## src/hw/player_pkg.sv

```systemverilog
package player_pkg;

  // ========================================
  // Command codes, ASCII
  // ========================================
  localparam logic [7:0] KEY_PLAY    = 8'h45;  // E
  localparam logic [7:0] KEY_PAUSE   = 8'h44;  // D
  localparam logic [7:0] KEY_FWD     = 8'h46;  // F
  localparam logic [7:0] KEY_BACK    = 8'h42;  // B
  localparam logic [7:0] KEY_RESTART = 8'h52;  // R

  // ========================================
  // Widths and sample region
  // ========================================
  localparam int ADDR_W   = 23;
  localparam int WORD_W   = 32;
  localparam int SAMPLE_W = 8;
  localparam int RATE_W   = 16;

  localparam logic [ADDR_W-1:0] ADDR_LAST = 23'h7FFFF;  // Last word of samples

  // Sample period in clocks
  localparam logic [RATE_W-1:0] RATE_DEFAULT = 16'd1136;
  localparam logic [RATE_W-1:0] RATE_STEP    = 16'd15;
  localparam logic [RATE_W-1:0] RATE_MIN     = 16'd64;
  localparam logic [RATE_W-1:0] RATE_MAX     = 16'd4000;

  // ========================================
  // Shared structs
  // ========================================
  typedef struct packed {
    logic play;
    logic dir;      // 1 = backward
    logic restart;
  } play_cmd_t;

  typedef struct packed {
    logic              valid;
    logic              dir;
    logic [WORD_W-1:0] word;
  } fetch_t;

  typedef struct packed {
    logic              read;
    logic [ADDR_W-1:0] addr;
  } flash_req_t;

endpackage
```

## src/hw/audio_player_top.sv

```systemverilog
`timescale 1ns/1ps

module audio_player_top import player_pkg::*; (
  input  logic                clk,
  input  logic                rst,
  input  logic                key_valid,
  input  logic [7:0]          key_code,
  input  logic                speed_up,
  input  logic                speed_down,
  input  logic                speed_reset,
  input  logic                flash_waitrequest,
  input  logic [WORD_W-1:0]   flash_readdata,
  input  logic                flash_readdatavalid,
  output flash_req_t          flash_req,
  output logic [SAMPLE_W-1:0] sample,
  output logic                sample_valid
);

  play_cmd_t cmd;
  fetch_t    fetch;
  logic      restart_ack;
  logic      tick;
  logic      word_done;

  // ========================================
  // Command and rate
  // ========================================
  key_decode u_key_decode (
    .clk, .rst, .key_valid, .key_code, .restart_ack,
    .cmd
  );

  rate_gen u_rate_gen (
    .clk, .rst, .speed_up, .speed_down, .speed_reset,
    .tick
  );

  // ========================================
  // Fetch and playout
  // ========================================
  flash_reader u_flash_reader (
    .clk, .rst, .cmd,
    .flash_waitrequest, .flash_readdatavalid, .flash_readdata,
    .word_done,
    .flash_req, .fetch, .restart_ack
  );

  sample_out u_sample_out (
    .clk, .rst, .tick, .fetch,
    .sample, .sample_valid, .word_done
  );

endmodule

```

## src/hw/sample_out.sv

```systemverilog
`timescale 1ns/1ps

module sample_out import player_pkg::*; (
  input  logic                clk,
  input  logic                rst,
  input  logic                tick,
  input  fetch_t              fetch,
  output logic [SAMPLE_W-1:0] sample,
  output logic                sample_valid,
  output logic                word_done
);

  logic [SAMPLE_W-1:0] byte_lo;  // Bits 15:8
  logic [SAMPLE_W-1:0] byte_hi;  // Bits 31:24
  logic                dir_q;
  logic                full;
  logic                idx;      // 0 = first byte out next

  // Payload, no reset
  always_ff @(posedge clk) begin
    if (fetch.valid) begin
      byte_lo <= fetch.word[15:8];
      byte_hi <= fetch.word[31:24];
      dir_q   <= fetch.dir;
    end
    if (tick && full) begin
      // Backward plays the high byte first
      sample <= (idx ^ dir_q) ? byte_hi : byte_lo;
    end
  end

  always_ff @(posedge clk) begin
    if (rst) begin
      full         <= 1'b0;
      idx          <= 1'b0;
      sample_valid <= 1'b0;
      word_done    <= 1'b0;
    end else begin
      sample_valid <= tick && full;
      word_done    <= tick && full && idx;
      if (fetch.valid) begin
        full <= 1'b1;
        idx  <= 1'b0;
      end else if (tick && full) begin
        idx <= ~idx;
        if (idx) full <= 1'b0;  // Second byte out, release
      end
    end
  end

  a_no_overrun : assert property (
    @(posedge clk) disable iff (rst)
    fetch.valid |-> !full
  ) else $error("new word fetched while previous still held");

endmodule

```

## src/hw/flash_reader.sv

```systemverilog
`timescale 1ns/1ps

module flash_reader import player_pkg::*; (
  input  logic              clk,
  input  logic              rst,
  input  play_cmd_t         cmd,
  input  logic              flash_waitrequest,
  input  logic              flash_readdatavalid,
  input  logic [WORD_W-1:0] flash_readdata,
  input  logic              word_done,
  output flash_req_t        flash_req,
  output fetch_t            fetch,
  output logic              restart_ack
);

  typedef enum logic [1:0] {S_IDLE, S_REQ, S_WAIT_DATA, S_WAIT_DONE} state_t;

  state_t state;
  logic   dir_q;  // Direction of the word in flight

  // Wraps between 0 and ADDR_LAST
  function automatic logic [ADDR_W-1:0] step_addr(input logic [ADDR_W-1:0] a,
                                                  input logic back);
    if (back) return (a == '0) ? ADDR_LAST : a - 1'b1;
    return (a == ADDR_LAST) ? '0 : a + 1'b1;
  endfunction

  // ========================================
  // Read sequencer
  // ========================================
  always_ff @(posedge clk) begin
    if (rst) begin
      state          <= S_IDLE;
      flash_req.read <= 1'b0;
      flash_req.addr <= '0;
      dir_q          <= 1'b0;
      fetch.valid    <= 1'b0;
      restart_ack    <= 1'b0;
    end else begin
      fetch.valid <= 1'b0;
      restart_ack <= 1'b0;
      case (state)
        S_IDLE: begin
          if (cmd.play) begin
            flash_req.read <= 1'b1;
            dir_q          <= cmd.dir;
            state          <= S_REQ;
          end else if (cmd.restart && !restart_ack) begin  // Skip while last ack in flight
            flash_req.addr <= cmd.dir ? ADDR_LAST : '0;
            restart_ack    <= 1'b1;
          end
        end
        S_REQ: begin
          if (!flash_waitrequest) begin  // Accepted this cycle
            flash_req.read <= 1'b0;
            state          <= S_WAIT_DATA;
          end
        end
        S_WAIT_DATA: begin
          if (flash_readdatavalid) begin
            fetch.valid <= 1'b1;
            fetch.word  <= flash_readdata;
            fetch.dir   <= dir_q;
            state       <= S_WAIT_DONE;
          end
        end
        S_WAIT_DONE: begin
          if (word_done) begin
            if (cmd.restart) begin
              flash_req.addr <= cmd.dir ? ADDR_LAST : '0;
              restart_ack    <= 1'b1;
            end else begin
              flash_req.addr <= step_addr(flash_req.addr, dir_q);
            end
            state <= S_IDLE;
          end
        end
        default: state <= S_IDLE;
      endcase
    end
  end

  a_req_stable : assert property (
    @(posedge clk) disable iff (rst)
    flash_req.read && flash_waitrequest |=> flash_req.read && $stable(flash_req.addr)
  ) else $error("flash request changed under waitrequest");

endmodule

```

## src/hw/rate_gen.sv

```systemverilog
`timescale 1ns/1ps

module rate_gen import player_pkg::*; (
  input  logic clk,
  input  logic rst,
  input  logic speed_up,
  input  logic speed_down,
  input  logic speed_reset,
  output logic tick
);

  logic [RATE_W-1:0] period;
  logic [RATE_W-1:0] cnt;

  // ========================================
  // Speed register
  // ========================================
  always_ff @(posedge clk) begin
    if (rst || speed_reset) begin
      period <= RATE_DEFAULT;
    end else if (speed_up) begin  // Shorter period, faster
      if (period < RATE_MIN + RATE_STEP) period <= RATE_MIN;
      else                               period <= period - RATE_STEP;
    end else if (speed_down) begin
      if (period > RATE_MAX - RATE_STEP) period <= RATE_MAX;
      else                               period <= period + RATE_STEP;
    end
  end

  // Down-counter, new period picked up only at wrap
  always_ff @(posedge clk) begin
    if (rst) begin
      cnt  <= RATE_DEFAULT - 1'b1;
      tick <= 1'b0;
    end else if (cnt == '0) begin
      cnt  <= period - 1'b1;
      tick <= 1'b1;
    end else begin
      cnt  <= cnt - 1'b1;
      tick <= 1'b0;
    end
  end

  a_period_clamped : assert property (
    @(posedge clk) disable iff (rst)
    period >= RATE_MIN && period <= RATE_MAX
  ) else $error("sample period out of range: %0d", period);

endmodule

```

## src/hw/key_decode.sv

```systemverilog
`timescale 1ns/1ps

module key_decode import player_pkg::*; (
  input  logic       clk,
  input  logic       rst,
  input  logic       key_valid,
  input  logic [7:0] key_code,
  input  logic       restart_ack,
  output play_cmd_t  cmd
);

  logic play_q;
  logic dir_q;
  logic restart_q;

  // ========================================
  // Play and direction levels
  // ========================================
  always_ff @(posedge clk) begin
    if (rst) begin
      play_q <= 1'b0;  // Paused
      dir_q  <= 1'b0;  // Forward
    end else if (key_valid) begin
      case (key_code)
        KEY_PLAY:  play_q <= 1'b1;
        KEY_PAUSE: play_q <= 1'b0;
        KEY_FWD:   dir_q  <= 1'b0;
        KEY_BACK:  dir_q  <= 1'b1;
        default: begin
          // Anything else is not a command
        end
      endcase
    end
  end

  // ========================================
  // Restart request
  // ========================================
  // Held until the reader has applied it. A fresh R in the
  // same cycle as the ack keeps the flag set.
  always_ff @(posedge clk) begin
    if (rst) begin
      restart_q <= 1'b0;
    end else if (key_valid && key_code == KEY_RESTART) begin
      restart_q <= 1'b1;
    end else if (restart_ack) begin
      restart_q <= 1'b0;  // Consumed
    end
  end

  assign cmd.play    = play_q;
  assign cmd.dir     = dir_q;
  assign cmd.restart = restart_q;

  // Reader only acknowledges a restart that is pending
  a_ack_needs_restart : assert property (
    @(posedge clk) disable iff (rst)
    restart_ack |-> cmd.restart
  ) else $error("restart_ack without pending restart");

endmodule

```

## config.mk

```make
export PLATFORM = sky130hd
export DESIGN_NAME = audio_player_top
export DESIGN_NICKNAME = d
export VERILOG_FILES = /design/src/hw/player_pkg.sv /design/src/hw/audio_player_top.sv /design/src/hw/sample_out.sv /design/src/hw/flash_reader.sv /design/src/hw/rate_gen.sv /design/src/hw/key_decode.sv
export SDC_FILE = /design/constraint.sdc
export NUM_CORES = 1
export LEC_CHECK = 0
export BUFFER_PORTS_ARGS = -buffer_cell sky130_fd_sc_hd__buf_2
export CAP_MARGIN = 15
export CORE_MARGIN = 1
export CORE_UTILIZATION = 25
export CTS_BUF_LIST = sky130_fd_sc_hd__clkbuf_8
export CTS_CLUSTER_DIAMETER = 200
export DETAILED_ROUTE_END_ITERATION = 6
export GPL_TIMING_DRIVEN = 0
export MAX_ROUTING_LAYER = met4
export SLEW_MARGIN = 15
export SYNTH_ARGS = -nofsm -noshare
export SYNTH_HDL_FRONTEND = slang
export SYNTH_SLANG_ARGS = --single-unit
```

## constraint.sdc

```tcl
create_clock -name clk -period 2.6 [get_ports clk]
set_clock_uncertainty 0.1 [all_clocks]
set_input_delay 0.39 -clock clk [delete_from_list [all_inputs] [get_ports clk]]
set_output_delay 0.39 -clock clk [all_outputs]
set_load 0.1 [all_outputs]
```

==> metrics.yaml <==
outcome:
  status: "finished with violations"
  violations: "negative setup slack"
power_and_ir_drop:
  p_per_area_nw_per_um2: 493
  p_total_mw: 3.73
  vdd_ir_drop_max_v: 0.000226
  p_leak_nw: 2.80
drt:
  vias_per_cell: 5.28
  drcViolationCount: 0
  postRouteAntennaNets: 0
  routed_wl_mm: 18.0
  first_iter_violations: 422
  post_drt_wl_per_cell_um: 16.1
  vias: 5902
  firstDrtPassIters: 5
global_routing:
  grt_pass1_vias: 5520
  grt-ovfl-total: 0
  grtUsageTotal_pct: 14.4
  grt_max_degree: 23
  grt_pass1_wl_mm: 28.8
  antenna_found_initial: 0
cts:
  cts_max_path_buffers: 2
  htreeDepth: 3
  cts_tree: "yes"
  clkSlewWorstSetupHoldPaths_ns: 0.13
  numClockSinks: 111
  cts_hold_buf: 0
  clk_latency_ns: 0.40
  cts_inserted_buffers: 9
  cts_root_buf: "clkbuf_8"
timing:
  worstMarginPinSlew_ns: 0.938
  final-setup-viol-count: 4
  drv_slew: 0
  clock.fmax_mhz: 364
  fin_crit_ns: 2.75
  postLayoutSetupSlackWorst_ns: -0.147
  rsz0062_at_grt: "yes"
  whs_ns: 0.0537
  relSlewSlack_pct: 37.0
  finalCritPeriodShare_pct: 106
  hold_violations: 0
  tns_ns: -0.425
layout:
  n_fill_cell: 2593
  syn2layout_area_growth_pct: 21.4
  final_nets: 848
  multi_input_area_um2: 3590
  drive_above_1_share_pct: 22.8
  regArea_um2: 2680
  antenna_cells: 0
critical_path:
  cp-end-kind: "flip-flop"
  crit_fanout: 4
  start_kind: "flip-flop"
  crit_path_frequent_cell: "or4_4"
  rrSetupSlack_ns: -0.15
  crit_slowest_cell: "or4_4"
  critPathKind: "flip-flop to flip-flop"
  slowest_delay_ns: 0.52
  required_ns: 2.83
  path_cells: "or4_4, or4_4, nor2_4, buf_6, a21oi_4, ha_4, nor2b_1, o311ai_1, a21oi_2, a311oi_2, a41o_1"
  cp_data_arrival_time_ns: 2.98
floorplanning:
  core-area_um2: 24400
  start_util_pct: 25.6
  rows: 57
  io_pins: 81
  die_h_um: 160
  die_area_um2: 25600
  die_w_um: 160
logic_synthesis:
  yosysTopAreaCell: "dfxtp_1"
  synth_cells: 701
  synth.cell_area_um2: 6240
  ys_async_sr_fraction_pct: 0
  syn_nets: 760
  synth.most_common_cell: "dfxtp_1"
  ys_types: 82
  synth_edf_count: 42
  synthTopCellsByCount: "dfxtp_1, nor2_1, nand2_1"
  ys.flop_type: "dfxtp_1"
  yosysTopAreaCellShare_pct: 22.1
  synth_warnings: 0
  syn_avg_cell_area_um2: 8.90
  synth_area_leaders: "dfxtp_1, edfxtp_1, a21oi_1"
  ys_ff_latch: 111
  ys_seq_area_share_pct: 42.4
placed_design:
  port-buffer-count: 63
  dp_hpwl_mm: 12.8
  gp_congestion: 0.894
flow_run:
  cap_violations: 0
min_path:
  hold_path.class: "primary input to flip-flop"
layout make-up:
| type | instances | area share [%] |
|---|---|---|
| Multi-Input combinational cell | 527 | 47.5 |
| Sequential cell | 111 | 35.4 |
| Timing Repair Buffer | 80 | 5.85 |
| Tap cell | 324 | 5.35 |
| Buffer | 40 | 2.26 |
| Clock buffer | 9 | 1.64 |
| Clock inverter | 7 | 1.06 |
| Inverter | 20 | 0.992 |
kinds of logic after synthesis:
| kind of cell | count (synthesis) | share of synthesized area (%) |
|---|---|---|
| and+or+nand+nor | 276 | 23.8 |
| xor gates and xnor gates | 17 | 2.39 |
| muxes | 15 | 2.63 |
| adders and majority gates | 11 | 2.21 |
| DFF | 111 | 42.4 |
| buffers and inverters | 63 | 3.93 |
| AOI/OAI and AO/OA | 208 | 22.7 |
registers in the layout (all words and copies together), names as in the netlist:
signal and cells:
u_flash_reader.dir_q 1, u_flash_reader.fetch 18, u_flash_reader.flash_req 24, u_flash_reader.restart_ack 1, u_flash_reader.state 2, u_key_decode.dir_q 1, u_key_decode.play_q 1, u_key_decode.restart_q 1
u_rate_gen.cnt 16, u_rate_gen.period 16, u_rate_gen.tick 1, u_sample_out.byte_hi 8, u_sample_out.byte_lo 8, u_sample_out.dir_q 1, u_sample_out.full 1, u_sample_out.idx 1
u_sample_out.sample 8, u_sample_out.sample_valid 1, u_sample_out.word_done 1
power breakdown:
part	internal (mW)	total, mW	switching [mW]
clock	0.384	1.07	0.691
combinational	0.249	0.787	0.538
sequential	1.83	1.87	0.0428
total	2.46	3.73	1.27
worst paths after layout:
| check | startpoint | to | depth (start not counted) |
|---|---|---|---|
| max | u_rate_gen.cnt[2] | u_rate_gen.cnt[14] | 11 |
| min | flash_readdata[8] | u_flash_reader.fetch[8] | 1 |
| max reg2reg | u_rate_gen.cnt[2] | u_rate_gen.cnt[14] | 11 |
| min reg2reg | u_flash_reader.fetch[30] | u_sample_out.byte_hi[6] | 0 |
through the flow:
stage               setup WS, ns  cells  util [%]  area [µm²]
floorplan                -0.0952    701         -        6290
global placement          -0.360   1088      28.8        7010
detailed placement        -0.374   1088      28.8        7010
CTS                       -0.221   1112      30.2        7360
global route              -0.228   1118      31.0        7570
finish                    -0.147   1118      31.0        7570
critical path: cells and delay by family (launching register included):
family	cells	cell delay (ns)
compound gates	5	0.69
fa+ha+maj	1	0.18
buf+inv	1	0.13
flops	1	0.36
simple gates	4	1.21
cell usage in the layout, fill, tap and decap left out, drive strengths merged, types with 12 or more instances in the layout:
| master | synthesis | final |
|---|---|---|
| clkbuf | 34 | 41 |
| nor2 | 63 | 63 |
| edfxtp | 42 | 42 |
| nand2 | 54 | 54 |
| inv | 20 | 23 |
| nor3 | 29 | 29 |
| nand3 | 22 | 22 |
| o21ai | 43 | 43 |
| dfxtp | 69 | 69 |
| a31oi | 15 | 15 |
| nor4 | 16 | 16 |
| a21oi | 50 | 50 |
| buf | 9 | 88 |
| or3 | 12 | 12 |
timing repair:
item | 4_1_cts | 5_1_grt
pin swaps | 11 | 13
endpoints found under the setup margin | 22 | 41
resized for setup | 14 | 36
setup buffers | 8 | 9
per-layer routing:
| layer | vias up | wire length [µm] | part of all wire (%) | GRT usage, % |
|---|---|---|---|---|
| li1 | 2853 | - | - | - |
| met1 | 2824 | 8250 | 46 | 18.6 |
| met2 | 192 | 8190 | 46 | 22.1 |
| met3 | 33 | 1060 | 5.9 | 2.52 |
| met4 | 0 | 465 | 2.6 | 6.06 |
| met5 | - | 0 | 0 | - |
Note: power is estimated with default switching activity, not from simulation.
